`config.mk`:
```
export PLATFORM = sky130hd
export DESIGN_NAME = map90_top
export DESIGN_NICKNAME = d
export VERILOG_FILES = /design/src/map90_pkg.sv /design/src/map90_chr_map.sv /design/src/map90_irq.sv /design/src/map90_prg_map.sv /design/src/map90_regs.sv /design/src/map90_top.sv
export VERILOG_INCLUDE_DIRS = /design/src
export SDC_FILE = /design/constraint.sdc
export NUM_CORES = 1
export LEC_CHECK = 0
export BUFFER_PORTS_ARGS = -buffer_cell sky130_fd_sc_hd__buf_2
export CAP_MARGIN = 30
export CELL_PAD_IN_SITES_DETAIL_PLACEMENT = 1
export CELL_PAD_IN_SITES_GLOBAL_PLACEMENT = 2
export CORE_MARGIN = 2
export CORE_UTILIZATION = 44
export CTS_CLUSTER_DIAMETER = 120
export DETAILED_ROUTE_END_ITERATION = 10
export GPL_TIMING_DRIVEN = 0
export PLACE_DENSITY_LB_ADDON = 0.1
export SKIP_CTS_REPAIR_TIMING = 1
export SLEW_MARGIN = 20
export SYNTH_ARGS = -nofsm -noshare
export SYNTH_HDL_FRONTEND = slang
export SYNTH_SLANG_ARGS = --single-unit
```
`constraint.sdc`:
```
create_clock -name m2 -period 7.9 [get_ports m2]
set_clock_uncertainty 0.1 [all_clocks]
set_input_delay 1.58 -clock m2 [delete_from_list [all_inputs] [get_ports m2]]
set_output_delay 1.58 -clock m2 [all_outputs]
set_load 0.03 [all_outputs]
```
`src/map90_config.svh`:
```
`ifndef MAP90_CONFIG_SVH
`define MAP90_CONFIG_SVH

// CPU side bus
`define MAP90_ADR_W 16
`define MAP90_DAT_W 8

// ROM address outputs
`define MAP90_PRG_W 19
`define MAP90_CHR_W 19

// m2 cycles of A12 low before a rise is counted
`define MAP90_A12_FILT 3

`define MAP90_MUL_BASE 16'h5800 // Operands and product at 5800, 5801
`define MAP90_RAM_BASE 16'h5800 // Scratch RAM visible at 5802..5807

`endif

```
`src/map90_pkg.sv`:
```
`include "map90_config.svh"

package map90_pkg;

	typedef struct packed {
		logic                    cyc;
		logic                    stb;
		logic                    we;
		logic [`MAP90_ADR_W-1:0] adr;
		logic [`MAP90_DAT_W-1:0] dat_w;
	} wb_req_t;

	// Complete banking state shared by the PRG and CHR mappers
	typedef struct packed {
		logic [3:0][6:0]  prg_reg;
		logic [7:0][15:0] chr_reg;
		logic [3:0][15:0] nt_reg;
		logic [3:0][7:0]  control;
	} map_regs_t;

	typedef enum logic [2:0] {
		PRG_32K_LAST   = 3'd0,
		PRG_16K        = 3'd1,
		PRG_8K         = 3'd2,
		PRG_8K_REV     = 3'd3,
		PRG_32K_SEL    = 3'd4,
		PRG_16K_SEL    = 3'd5,
		PRG_8K_SEL     = 3'd6,
		PRG_8K_SEL_REV = 3'd7
	} prg_mode_e;

	typedef enum logic [1:0] {CHR_8K, CHR_4K, CHR_2K, CHR_1K} chr_mode_e;

	typedef enum logic [1:0] {MIR_VERT, MIR_HORZ, MIR_ONE_LO, MIR_ONE_HI} mirror_e;

	typedef enum logic [2:0] {
		IRQ_NONE, IRQ_MODE, IRQ_ENABLE, IRQ_DISABLE, IRQ_PRESCALE, IRQ_COUNT, IRQ_XOR
	} irq_op_e;

	typedef enum logic [1:0] {SRC_CPU = 2'd0, SRC_A12 = 2'd1} irq_src_e;

	typedef enum logic [1:0] {DIR_HOLD = 2'd0, DIR_UP = 2'd1, DIR_DOWN = 2'd2} irq_dir_e;

	typedef struct packed {
		irq_op_e                 op;
		logic [`MAP90_DAT_W-1:0] dat;
	} irq_wr_t;

endpackage

```
`src/map90_chr_map.sv`:
```
`timescale 1ns/10ps
`include "map90_config.svh"

module map90_chr_map
(
	input  map90_pkg::map_regs_t    regs,
	input  logic [13:0]             ppu_addr,
	output logic [`MAP90_CHR_W-1:0] chr_addr,
	output logic                    ciram_a10,
	output logic                    ciram_ce
);

	map90_pkg::chr_mode_e chr_mode;
	map90_pkg::mirror_e   mirror_mode;
	logic [2:0]           slot;
	logic [8:0]           chr_bank;
	logic [1:0]           nt_idx;
	logic                 nt_rom;
	logic                 nt_ram_off;
	logic                 nt_ram_sel;
	logic                 mir_a10;

	assign chr_mode = map90_pkg::chr_mode_e'(regs.control[0][4:3]);
	assign mirror_mode = map90_pkg::mirror_e'(regs.control[1][1:0]);
	assign nt_rom = regs.control[0][5]; // Nametables through nt_reg
	assign nt_ram_off = regs.control[0][6];
	assign nt_ram_sel = regs.control[2][7];
	assign nt_idx = ppu_addr[11:10];

	// CHR mirror folds 1K slots 2 and 3 back onto 0 and 1
	assign slot = (regs.control[3][7] && ppu_addr[12:11] == 2'b01) ?
		{2'b00, ppu_addr[10]} : ppu_addr[12:10];

	always_comb
	begin
		case (chr_mode)
			map90_pkg::CHR_8K: chr_bank = {regs.chr_reg[0][5:0], ppu_addr[12:10]};
			map90_pkg::CHR_4K:
				chr_bank = {(ppu_addr[12] ? regs.chr_reg[4][6:0] : regs.chr_reg[0][6:0]),
					ppu_addr[11:10]};
			map90_pkg::CHR_2K: chr_bank = {regs.chr_reg[{slot[2:1], 1'b0}][7:0], ppu_addr[10]};
			default: chr_bank = regs.chr_reg[slot][8:0];
		endcase
	end

	always_comb
	begin
		case (mirror_mode)
			map90_pkg::MIR_VERT: mir_a10 = ppu_addr[10];
			map90_pkg::MIR_HORZ: mir_a10 = ppu_addr[11];
			map90_pkg::MIR_ONE_LO: mir_a10 = 1'b0;
			default: mir_a10 = 1'b1;
		endcase
	end

	assign chr_addr[9:0] = ppu_addr[9:0];
	assign chr_addr[`MAP90_CHR_W-1:10] = (ppu_addr[13] && nt_rom) ?
		regs.nt_reg[nt_idx][8:0] : chr_bank;

	assign ciram_a10 = nt_rom ? regs.nt_reg[nt_idx][0] : mir_a10;

	// Active low, a ROM-routed nametable keeps CIRAM off
	assign ciram_ce = !ppu_addr[13] ? 1'b1 :
		!nt_rom ? 1'b0 :
		nt_ram_off ? 1'b1 : (nt_ram_sel != regs.nt_reg[nt_idx][7]);

endmodule

```
`src/map90_irq.sv`:
```
`timescale 1ns/10ps
`include "map90_config.svh"

module map90_irq
(
	input  logic               m2,
	input  logic               map_rst,
	input  map90_pkg::irq_wr_t irq_wr,
	input  logic               ppu_a12,
	output logic               irq
);

	localparam int FILT = `MAP90_A12_FILT;
	localparam int LW = $clog2(FILT + 1);

	logic [`MAP90_DAT_W-1:0] mode;
	logic [`MAP90_DAT_W-1:0] prescale;
	logic [`MAP90_DAT_W-1:0] count;
	logic [`MAP90_DAT_W-1:0] xor_val;
	logic                    irq_on;
	logic                    irq_inc;
	logic [2:0]              a12_sh;
	logic [LW-1:0]           low_cnt;
	logic                    a12_rise;
	logic                    step;
	logic                    wrap;
	logic                    short_pre;
	map90_pkg::irq_src_e     src;
	map90_pkg::irq_dir_e     dir;

	assign src = map90_pkg::irq_src_e'(mode[1:0]);
	assign dir = map90_pkg::irq_dir_e'(mode[7:6]);
	assign short_pre = mode[2]; // 3-bit prescaler

	// Rise only counts after A12 sat low long enough
	assign a12_rise = a12_sh[1] & !a12_sh[2] & (low_cnt == LW'(FILT));
	assign step = (src == map90_pkg::SRC_CPU || (src == map90_pkg::SRC_A12 && a12_rise))
		&& irq_wr.op == map90_pkg::IRQ_NONE;
	assign wrap = short_pre ? (prescale[2:0] == 3'h7) : (prescale == 8'hff);

	always_ff @(posedge m2)
	begin
		if (map_rst)
		begin
			a12_sh <= '0;
			low_cnt <= '0;
		end
		else
		begin
			a12_sh <= {a12_sh[1:0], ppu_a12};
			if (a12_sh[1])
				low_cnt <= '0;
			else if (low_cnt != LW'(FILT))
				low_cnt <= low_cnt + 1'b1; // Saturates at the filter length
		end
	end

	always_ff @(posedge m2)
	begin
		if (map_rst)
		begin
			mode <= '0;
			prescale <= '0;
			count <= '0;
			xor_val <= '0;
			irq_on <= 1'b0;
			irq_inc <= 1'b0;
			irq <= 1'b0;
		end
		else
		begin
			case (irq_wr.op)
				map90_pkg::IRQ_MODE: mode <= irq_wr.dat;
				map90_pkg::IRQ_ENABLE: irq_on <= 1'b1;
				map90_pkg::IRQ_DISABLE:
				begin
					irq_on <= 1'b0;
					irq <= 1'b0; // Acknowledge
				end
				map90_pkg::IRQ_PRESCALE: prescale <= irq_wr.dat ^ xor_val;
				map90_pkg::IRQ_COUNT: count <= irq_wr.dat ^ xor_val;
				map90_pkg::IRQ_XOR: xor_val <= irq_wr.dat;
				default: ;
			endcase
			if (step)
			begin
				if (short_pre)
					prescale[2:0] <= prescale[2:0] + 3'd1;
				else
					prescale <= prescale + 1'b1;
				irq_inc <= wrap;
				if (irq_inc)
				begin
					case (dir)
						map90_pkg::DIR_DOWN:
						begin
							count <= count - 1'b1;
							if (irq_on && count == 8'h00)
								irq <= 1'b1;
						end
						map90_pkg::DIR_UP:
						begin
							count <= count + 1'b1;
							if (irq_on && count == 8'hff)
								irq <= 1'b1;
						end
						default: ;
					endcase
				end
			end
		end
	end

	ap_irq_enabled: assert property (@(posedge m2) disable iff (map_rst)
		$rose(irq) |-> $past(irq_on))
		else $error("irq rose while disabled");

endmodule

```
`src/map90_prg_map.sv`:
```
`timescale 1ns/10ps
`include "map90_config.svh"

module map90_prg_map
(
	input  map90_pkg::map_regs_t    regs,
	input  logic [`MAP90_ADR_W-1:0] cpu_addr,
	input  logic                    rom_sel,
	output logic [`MAP90_PRG_W-1:0] prg_addr,
	output logic                    rom_ce
);

	map90_pkg::prg_mode_e prg_mode;
	logic                 win6;
	logic [1:0]           slot;
	logic [6:0]           bank;
	logic [6:0]           bank_8k;
	logic [6:0]           bank_8k_sel;

	function automatic logic [6:0] rev7(input logic [6:0] b);
		logic [6:0] r;
		for (int i = 0; i < 7; i++)
		begin
			r[i] = b[6 - i];
		end
		return r;
	endfunction

	assign prg_mode = map90_pkg::prg_mode_e'(regs.control[0][2:0]);
	assign slot = cpu_addr[14:13];
	assign win6 = !rom_sel && slot == 2'b11; // 6000-7FFF
	assign rom_ce = rom_sel | (win6 & regs.control[0][7]);

	assign bank_8k = !rom_sel ? regs.prg_reg[3] : (slot == 2'b11 ? 7'h7f : regs.prg_reg[slot]);
	assign bank_8k_sel = !rom_sel ? regs.prg_reg[3] : regs.prg_reg[slot];

	always_comb
	begin
		case (prg_mode)
			map90_pkg::PRG_32K_LAST:
				bank = !rom_sel ? {regs.prg_reg[3][4:0], 2'b11} : {5'h1f, slot};
			map90_pkg::PRG_16K:
				bank = !rom_sel ? {regs.prg_reg[3][5:0], 1'b1} :
					!slot[1] ? {regs.prg_reg[1][5:0], slot[0]} : {6'h3f, slot[0]};
			map90_pkg::PRG_8K: bank = bank_8k;
			map90_pkg::PRG_8K_REV: bank = rev7(bank_8k);
			map90_pkg::PRG_32K_SEL:
				bank = !rom_sel ? {regs.prg_reg[3][4:0], 2'b11} : {regs.prg_reg[3][4:0], slot};
			map90_pkg::PRG_16K_SEL:
				bank = !rom_sel ? {regs.prg_reg[3][5:0], 1'b1} :
					!slot[1] ? {regs.prg_reg[1][5:0], slot[0]} : {regs.prg_reg[3][5:0], slot[0]};
			map90_pkg::PRG_8K_SEL: bank = bank_8k_sel;
			default: bank = rev7(bank_8k_sel);
		endcase
	end

	assign prg_addr = {bank[`MAP90_PRG_W-14:0], cpu_addr[12:0]};

endmodule

```
`src/map90_regs.sv`:
```
`timescale 1ns/10ps
`include "map90_config.svh"

module map90_regs
(
	input  logic                    m2,
	input  logic                    map_rst,
	input  map90_pkg::wb_req_t      wb_req,
	output logic [`MAP90_DAT_W-1:0] wb_dat_r,
	output logic                    wb_ack,
	output map90_pkg::map_regs_t    regs,
	output map90_pkg::irq_wr_t      irq_wr
);

	logic [`MAP90_DAT_W-1:0]   ram [8];
	logic [`MAP90_DAT_W-1:0]   mul_inp [2];
	logic [2*`MAP90_DAT_W-1:0] mul_rez;
	logic                      mul_req;
	logic                      req;
	logic                      wr_go;
	logic                      rd_go;
	logic [`MAP90_ADR_W-1:0]   win;
	logic                      mul_sel;
	logic                      ram_sel;
	map90_pkg::irq_op_e        irq_op;

	assign req = wb_req.cyc & wb_req.stb & !wb_ack; // One transfer per two cycles
	assign wr_go = req & wb_req.we;
	assign rd_go = req & !wb_req.we;
	assign win = {wb_req.adr[`MAP90_ADR_W-1:3], 3'b000};
	assign mul_sel = {wb_req.adr[`MAP90_ADR_W-1:1], 1'b0} == `MAP90_MUL_BASE;
	assign ram_sel = win == `MAP90_RAM_BASE;

	// C000 window sub-address decode
	always_comb
	begin
		case (wb_req.adr[2:0])
			3'd0: irq_op = wb_req.dat_w[0] ? map90_pkg::IRQ_ENABLE : map90_pkg::IRQ_DISABLE;
			3'd1: irq_op = map90_pkg::IRQ_MODE;
			3'd2: irq_op = map90_pkg::IRQ_DISABLE;
			3'd3: irq_op = map90_pkg::IRQ_ENABLE;
			3'd4: irq_op = map90_pkg::IRQ_PRESCALE;
			3'd5: irq_op = map90_pkg::IRQ_COUNT;
			3'd6: irq_op = map90_pkg::IRQ_XOR;
			default: irq_op = map90_pkg::IRQ_NONE;
		endcase
	end

	always_ff @(posedge m2)
	begin
		irq_wr.dat <= wb_req.dat_w;
		if (map_rst)
		begin
			wb_ack <= 1'b0;
			mul_req <= 1'b0;
			irq_wr.op <= map90_pkg::IRQ_NONE;
		end
		else
		begin
			wb_ack <= req;
			mul_req <= wr_go & mul_sel; // Product lands on the next edge
			irq_wr.op <= (wr_go && win == 16'hC000) ? irq_op : map90_pkg::IRQ_NONE;
		end
	end

	always_ff @(posedge m2)
	begin
		if (map_rst)
		begin
			regs.control[0] <= '0;
			regs.control[3] <= '0;
		end
		else if (wr_go)
		begin
			case (win)
				16'h8000: regs.prg_reg[wb_req.adr[1:0]] <= wb_req.dat_w[6:0];
				16'h9000: regs.chr_reg[wb_req.adr[2:0]][7:0] <= wb_req.dat_w;
				16'hA000: regs.chr_reg[wb_req.adr[2:0]][15:8] <= wb_req.dat_w;
				16'hB000:
				begin
					if (wb_req.adr[2])
						regs.nt_reg[wb_req.adr[1:0]][15:8] <= wb_req.dat_w;
					else
						regs.nt_reg[wb_req.adr[1:0]][7:0] <= wb_req.dat_w;
				end
				16'hD000: regs.control[wb_req.adr[1:0]] <= wb_req.dat_w;
				default: ;
			endcase
		end
	end

	always_ff @(posedge m2)
	begin
		if (wr_go && ram_sel)
			ram[wb_req.adr[2:0]] <= wb_req.dat_w;
		if (wr_go && mul_sel)
			mul_inp[wb_req.adr[0]] <= wb_req.dat_w;
		if (mul_req)
			mul_rez <= mul_inp[0] * mul_inp[1];
		if (rd_go)
		begin
			if (mul_sel)
				wb_dat_r <= wb_req.adr[0] ? mul_rez[15:8] : mul_rez[7:0];
			else if (ram_sel)
				wb_dat_r <= ram[wb_req.adr[2:0]];
			else
				wb_dat_r <= '1; // Open bus
		end
	end

	ap_ack_single: assert property (@(posedge m2) disable iff (map_rst) wb_ack |=> !wb_ack)
		else $error("wb_ack high on two consecutive cycles");

endmodule

```
`src/map90_top.sv`:
```
`timescale 1ns/10ps
`include "map90_config.svh"

module map90_top
(
	input  logic                    m2,
	input  logic                    map_rst,
	input  map90_pkg::wb_req_t      wb_req,
	output logic [`MAP90_DAT_W-1:0] wb_dat_r,
	output logic                    wb_ack,
	input  logic [`MAP90_ADR_W-1:0] cpu_addr,
	input  logic                    rom_sel,
	output logic [`MAP90_PRG_W-1:0] prg_addr,
	output logic                    rom_ce,
	input  logic [13:0]             ppu_addr,
	input  logic                    ppu_a12,
	output logic [`MAP90_CHR_W-1:0] chr_addr,
	output logic                    ciram_a10,
	output logic                    ciram_ce,
	output logic                    irq
);

	map90_pkg::map_regs_t regs;
	map90_pkg::irq_wr_t   irq_wr;

	map90_regs map90_regs_i (
		.m2(m2),
		.map_rst(map_rst),
		.wb_req(wb_req),
		.wb_dat_r(wb_dat_r),
		.wb_ack(wb_ack),
		.regs(regs),
		.irq_wr(irq_wr)
	);

	map90_irq map90_irq_i (
		.m2(m2),
		.map_rst(map_rst),
		.irq_wr(irq_wr),
		.ppu_a12(ppu_a12),
		.irq(irq)
	);

	map90_prg_map map90_prg_map_i (
		.regs(regs),
		.cpu_addr(cpu_addr),
		.rom_sel(rom_sel),
		.prg_addr(prg_addr),
		.rom_ce(rom_ce)
	);

	map90_chr_map map90_chr_map_i (
		.regs(regs),
		.ppu_addr(ppu_addr),
		.chr_addr(chr_addr),
		.ciram_a10(ciram_a10),
		.ciram_ce(ciram_ce)
	);

endmodule
```
======== Word-level counts from Yosys, hierarchy flattened ========
Memories as Yosys holds them, arrays and structs flattened.
Cells that the tools add are included.
word-level totals
  flip-flop bits (word level) ............. 329
  bits in writable memories ............... 80
  bits of input ports ..................... 61
  output and inout port bits .............. 51
  word-level logic and storage cells ...... 211
  memories kept ........................... 2
operators by class
  $add $sub $neg .......................... 5
  $mul .................................... 1
  order comparisons ....................... 8
  eq/ne operators ......................... 41
  multiplexer cells ....................... 72
  bitwise logic cells ..................... 12
  reductions and logical operators ........ 34
memories
  memory                depth  bits a word  rd ports  clocked after memory_dff  write ports  line              source
  map90_regs_i.ram      8      8            1         0                         1            map90_regs.sv:15  logic [`MAP90_DAT_W-1:0] ram [8];
  map90_regs_i.mul_inp  2      8            2         0                         1            map90_regs.sv:16  logic [`MAP90_DAT_W-1:0] mul_inp [2];
operators with widths
  kind                                                                   count
  128-bit bitwise mux                                                    2
  128-bit one-hot mux with 2 select lines                                1
  64-bit bitwise mux                                                     2
  16-bit demux with 3-bit select                                         2
  8-bit 2-to-1 mux                                                       12
  13-bit equality test, second input constant                            6
  16-bit binary-select mux with 2-bit select                             2
  16-bit demux with 2-bit select                                         2
  64-bit 2-to-1 mux                                                      1
  16-bit binary-select mux with 3-bit select                             1
  7-bit 2-to-1 mux                                                       6
  6-bit one-hot mux with 7 select lines                                  1
  32-bit bitwise mux                                                     1
  16-bit 2-to-1 mux                                                      2
  3-bit equality test, second input constant                             10
  6-bit 2-to-1 mux                                                       5
  28-bit bitwise mux                                                     1
  9-bit 2-to-1 mux                                                       3
  9-bit one-hot mux with 3 select lines                                  1
  3-bit one-hot mux with 7 select lines                                  1
  3-bit by 2-bit equality test with 1-bit output, second input constant  6
  8-bit by 1-bit adder with 8-bit output, second input constant          2
  8-bit demux with 2-bit select                                          1
  8-bit equality test, second input constant                             2
  other kinds (38)                                                       100

======== Logic depth before layout (Yosys ltp) ========
  word-level depth ........................ 7
  mapped depth ............................ 15
  gate-level depth less buffers ........... 15

======== Hierarchy ========
Synthesis repeated with hierarchy kept, for this count alone.
second synthesis, totals
  cells, all modules ...................... 1611
  area total of the unflattened synthesis .. 19155.9 um^2
by module, submodules not included
  module         times used  cells each  area each (um^2)  seq. area each (um^2)
  map90_regs     1           1072        14911.8           10309.9
  map90_irq      1           226         2042.0            740.7
  map90_chr_map  1           197         1405.1            0.0
  map90_prg_map  1           116         797.0             0.0

======== Worst setup path after synthesis ========
Ideal clock, no wire load.
  kind .................................... input to output
  from .................................... in ppu_addr[11]
  to ...................................... out chr_addr[13]
  data arrival time ....................... 3.506 ns
  data required time ...................... 6.220 ns
  setup slack ............................. 2.714 ns
  stages .................................. 7
  buffers on the path ..................... 2
  cell sequence ........................... clkbuf_1 -> clkbuf_1 -> or2_2 -> o211ai_1 -> o2111ai_1 -> o311ai_0 -> o31ai_1
between the ends
  longest elaborated chain between the ends .. 7
  elaborated cells on any way between the ends .. 11
  those cells by class .................... eq/ne (1); mux (9); reduce/logical (1)
RTL lines
  item                                                                                                      line                                      source
  from (decl)                                                                                               map90_top.sv:15                           input logic [13:0] ppu_addr,
  2-bit by 1-bit equality test with 1-bit output                                                            map90_chr_map.sv:31                       assign slot = (regs.control[3][7] && ppu_addr[12:11] == 2'b01) ?
  1-bit logical AND                                                                                         map90_chr_map.sv:31
  3-bit 2-to-1 mux                                                                                          map90_chr_map.sv:31
  16-bit binary-select mux with 3-bit select or 16-bit binary-select mux with 2-bit select (tied branches)  map90_chr_map.sv:42, map90_chr_map.sv:41
  9-bit 2-to-1 mux (not written as such) or 8-bit 2-to-1 mux (tied branches)                                map90_chr_map.sv:42, map90_chr_map.sv:41
  9-bit one-hot mux with 3 select lines                                                                     map90_chr_map.sv:36                       case (chr_mode)
  9-bit 2-to-1 mux *                                                                                        map90_chr_map.sv:57                       assign chr_addr[`MAP90_CHR_W-1:10] = (ppu_addr[13] && nt_rom) ?
  to (decl)                                                                                                 map90_top.sv:17                           output logic [`MAP90_CHR_W-1:0] chr_addr,
Every way passes the cells marked *; elsewhere a longest branch is shown, timed or not. The select of a mux whose other input is x is not followed.

======== Final worst setup path ========
  from .................................... in ppu_addr[11]
  to ...................................... out chr_addr[18]
The elaborated chain is that of the path after synthesis.

==> impl_metrics.py <==
metrics = {
    "placed_design": {
        "hpwl_mm": 31.3,
        "portBuffers": 81,
        "place_congestion": 0.835,
    },
    "grt": {
        "grt_pass1_wl_mm": 66.1,
        "grt_max_degree": 21,
        "antenna_found_initial": 1,
        "grt_use_total_pct": 24.1,
        "grt_overflow": 0,
        "grt_pass1_vias": 11200,
    },
    "route": {
        "via_per_inst": 5.60,
        "drtPass1Iterations": 5,
        "num_vias": 10800,
        "drtAntennaViolNets": 0,
        "drt_iter0_drc": 674,
        "routed_wl_mm": 43.0,
        "wl_per_cell_um": 22.3,
        "drcViolationCount": 0,
    },
    "layout": {
        "postLayoutCoreUtil_pct": 50.3,
        "syn_to_final_growth_pct": 13.2,
        "finalNetCount": 1593,
        "drive_above_1_share_pct": 15.2,
        "fillers": 3699,
        "num_antenna_cells": 0,
    },
    "sta": {
        "tightest_slew_ns": 0.957,
        "slew_headroom_pct": 36.0,
        "finalHoldViolCount": 0,
        "hold_ws_ns": 0.353,
        "fin_crit_ns": 6.14,
        "setup_viol": 0,
        "drv_slew": 0,
        "tns_ns": 0,
        "fin_crit_sh_pct": 77.7,
        "clock.fmax_ghz": 0.163,
        "grt_setup_unrepaired": "no",
    },
    "synth": {
        "synth_compound_area_share_pct": 7.94,
        "synth_xor_area_share_pct": 1.31,
        "synthSimpleGateAreaFrac_pct": 16.0,
        "synth_nets": 1477,
        "avgSynthCellArea_um2": 11.5,
        "synth_edf_count": 227,
        "muxShareOfSynthArea_pct": 9.37,
        "yosysWarnings": 0,
        "ys_types": 76,
        "ys.flop_type": "edfxtp_1",
        "ys_seq_area_share_pct": 52.2,
        "synthAdderAreaFrac_pct": 8.65,
        "syn_inst": 1333,
        "synth-seq-cells": 286,
        "synth_area_um2": 15300,
        "synth_top_family_by_area": "simple AND/OR/NAND/NOR gates",
        "async_flop_share_pct": 0,
    },
    "pwr": {
        "power_density_nw_per_um2": 190,
        "p_total_mw": 3.29,
        "vdd_drop_max_v": 0.000182,
        "p_leak_nw": 6.33,
    },
    "worst_setup_path": {
        "worst_setup_path_end_kind": "output pin",
        "critPathBufInv": 5,
        "required_ns": 6.22,
        "critical_path_class": "in2out",
        "crit_chain": "buf_2 > clkbuf_1 > clkbuf_1 > buf_1 > mux4_2 > a22o_1 > buf_2",
        "arrival_ns": 4.46,
        "cp_max_fo": 10,
        "crit_family": "buffers and inverters",
        "cp_slowest_cell": "buf_1",
        "start_kind": "primary input",
        "critical-path-max-stage-delay_ns": 0.66,
    },
    "floorplan": {
        "num_rows": 68,
        "die_x_um": 191,
        "coreArea_um2": 34500,
        "initial_core_util_pct": 44.5,
        "dieArea_um2": 36300,
        "die_h_um": 191,
        "pin_count": 112,
    },
    "clock_network": {
        "root_buffer": "clkbuf_16",
        "clk_pin_slew_worst_paths_ns": 0.06,
        "clk_latency_ns": 0.55,
        "cts_sinks": 286,
        "cts_tree": "yes",
        "cts_max_level": 1,
        "ctsLongestPathBuffers": 3,
        "cts_buffers": 31,
    },
    "job": {
        "drv_cap": 0,
    },
    "hold_path": {
        "hold_path_class": "reg2reg",
    },
    "status": {
        "outcome": "finished clean",
    },
}
==> flip-flops by register name, indices dropped and copies added, names as in the netlist <==
signal	cells
map90_regs_i.irq_wr	11
map90_irq_i.a12_sh	3
map90_irq_i.count	8
map90_irq_i.irq_on	1
map90_irq_i.irq_inc	1
map90_irq_i.mode	5
map90_regs_i.wb_dat_r	8
map90_irq_i.irq	1
map90_regs_i.mul_req	1
map90_irq_i.low_cnt	2
map90_irq_i.xor_val	8
map90_regs_i.regs	148
map90_regs_i.mul_inp	16
map90_irq_i.prescale	8
map90_regs_i.wb_ack	1
map90_regs_i.ram	48
map90_regs_i.mul_rez	16
==> per-stage QoR <==
stage / area, um^2 / worst slack, ns / cells
after floorplan: 15300 / 2.71 / 1333
after global placement: 16300 / 1.77 / 1869
after detailed placement: 16300 / 1.78 / 1870
after CTS: 17300 / 1.79 / 1926
after global routing: 17300 / 1.61 / 1927
final: 17300 / 1.76 / 1927
==> power by group <==
group	leakage, nW	total [mW]	internal (mW)	switching, mW
Combinational	3.45	0.200	0.0648	0.135
Sequential	2.37	1.63	1.62	0.00475
Clock	0.512	1.47	0.878	0.588
==> layout make-up <==
type | count | area [um^2] | share of cell area (%)
clock buffers | 40 | 845 | 4.87
multi-input cells | 888 | 6650 | 38.3
plain buffers | 80 | 394 | 2.27
flip-flops and latches | 286 | 8000 | 46.1
clock inverters | 16 | 179 | 1.03
inverters | 79 | 297 | 1.71
repair buffers | 83 | 418 | 2.41
well taps | 455 | 569 | 3.28
==> routing by layer <==
layer / vias up / share of wire, % / routed length, um / global-route usage [%]
met5: - / 0.033 / 14 / 0
met4: 2 / 1.8 / 782 / 4.68
met3: 45 / 3.5 / 1500 / 2.52
met2: 249 / 49 / 21000 / 41.0
met1: 5518 / 46 / 19700 / 33.6
li1: 4981 / - / - / -
==> cells in the final DEF, fill, tap and decap left out, types with 9 or more instances in the layout <==
master / n
a211oi_1: 12
a21oi_1: 44
a31oi_1: 9
and2_1: 86
buf_2: 88
buf_4: 24
clkbuf_1: 47
clkbuf_16: 31
dfxtp_1: 59
edfxtp_1: 227
fa_1: 37
ha_1: 46
inv_1: 79
mux2_2: 12
mux2i_1: 58
mux4_2: 32
nand2_1: 87
nand2b_1: 19
nand3_1: 18
nand3b_1: 12
nor2_1: 193
nor2b_1: 17
nor3_1: 13
o211ai_1: 9
o21ai_0: 43
xnor2_1: 18
==> worst register-to-register path, cell delays in order (launching register included) <==
cell and delay (ns):
edfxtp_1 0.56, nand2_1 0.14, fa_1 0.52, fa_1 0.55, inv_1 0.05, fa_1 0.48, inv_1 0.05, fa_1 0.49
inv_1 0.04, ha_1 0.34, and2_1 0.18, o21ai_0 0.27, a31oi_1 0.22, o2111a_1 0.27, a311oi_1 0.43
==> synth_stat cells (all sizes together) (3+ instances only) <==
library cell  count  share of area, %
o211ai            9              0.44
or3               5              0.20
mux4             32               4.7
o21ai            43               1.4
and2             86               3.5
a211o             3              0.17
nor3b             6              0.33
xor2              5              0.29
nand2b           19              0.78
a211oi           13              0.67
nand3            18              0.59
a31oi             9              0.37
fa               37               4.8
a221oi            3              0.17
or2               6              0.24
o2111ai           3              0.17
nor4              9              0.51
nor3             13              0.42
nand2            89               2.3
o31a              4              0.23
or4               5              0.27
edfxtp          227                44
nor2            193               4.7
o221ai            6              0.34
nand4b            5              0.29
nor2b            17              0.69
inv              79               1.9
and3              4              0.16
o22ai             3              0.12
ha               46               3.8
a21oi            45               1.5
o311ai            3              0.17
dfxtp            59               7.7
buf              37               1.5
nand4             5              0.20
mux2i            58               3.8
mux2             12              0.88
a21o              6              0.29
clkbuf           43               1.1
a311oi            6              0.34
nand3b           12              0.59
xnor2            18               1.0
o31ai             4              0.20
==> cell families after synthesis <==
family,Yosys count
mux,102
simple gates,496
flops,286
fa+ha+maj,84
compound gates,183
buf+inv,159
xor+xnor,23
==> path summary, 6_finish.rpt <==
path | start | to | slack (ns) | cells after the start
setup reg to reg | map90_regs_i.mul_inp[0][5] | map90_regs_i.mul_rez[15] | 2.93 | 14
hold reg to reg | map90_irq_i.a12_sh[0] | map90_irq_i.a12_sh[1] | 0.35 | 1
setup / recovery | ppu_addr[11] | chr_addr[18] | 1.76 | 7
hold / removal | map90_irq_i.a12_sh[0] | map90_irq_i.a12_sh[1] | 0.35 | 1
No activity file was read; power rests on OpenSTA's default activity.
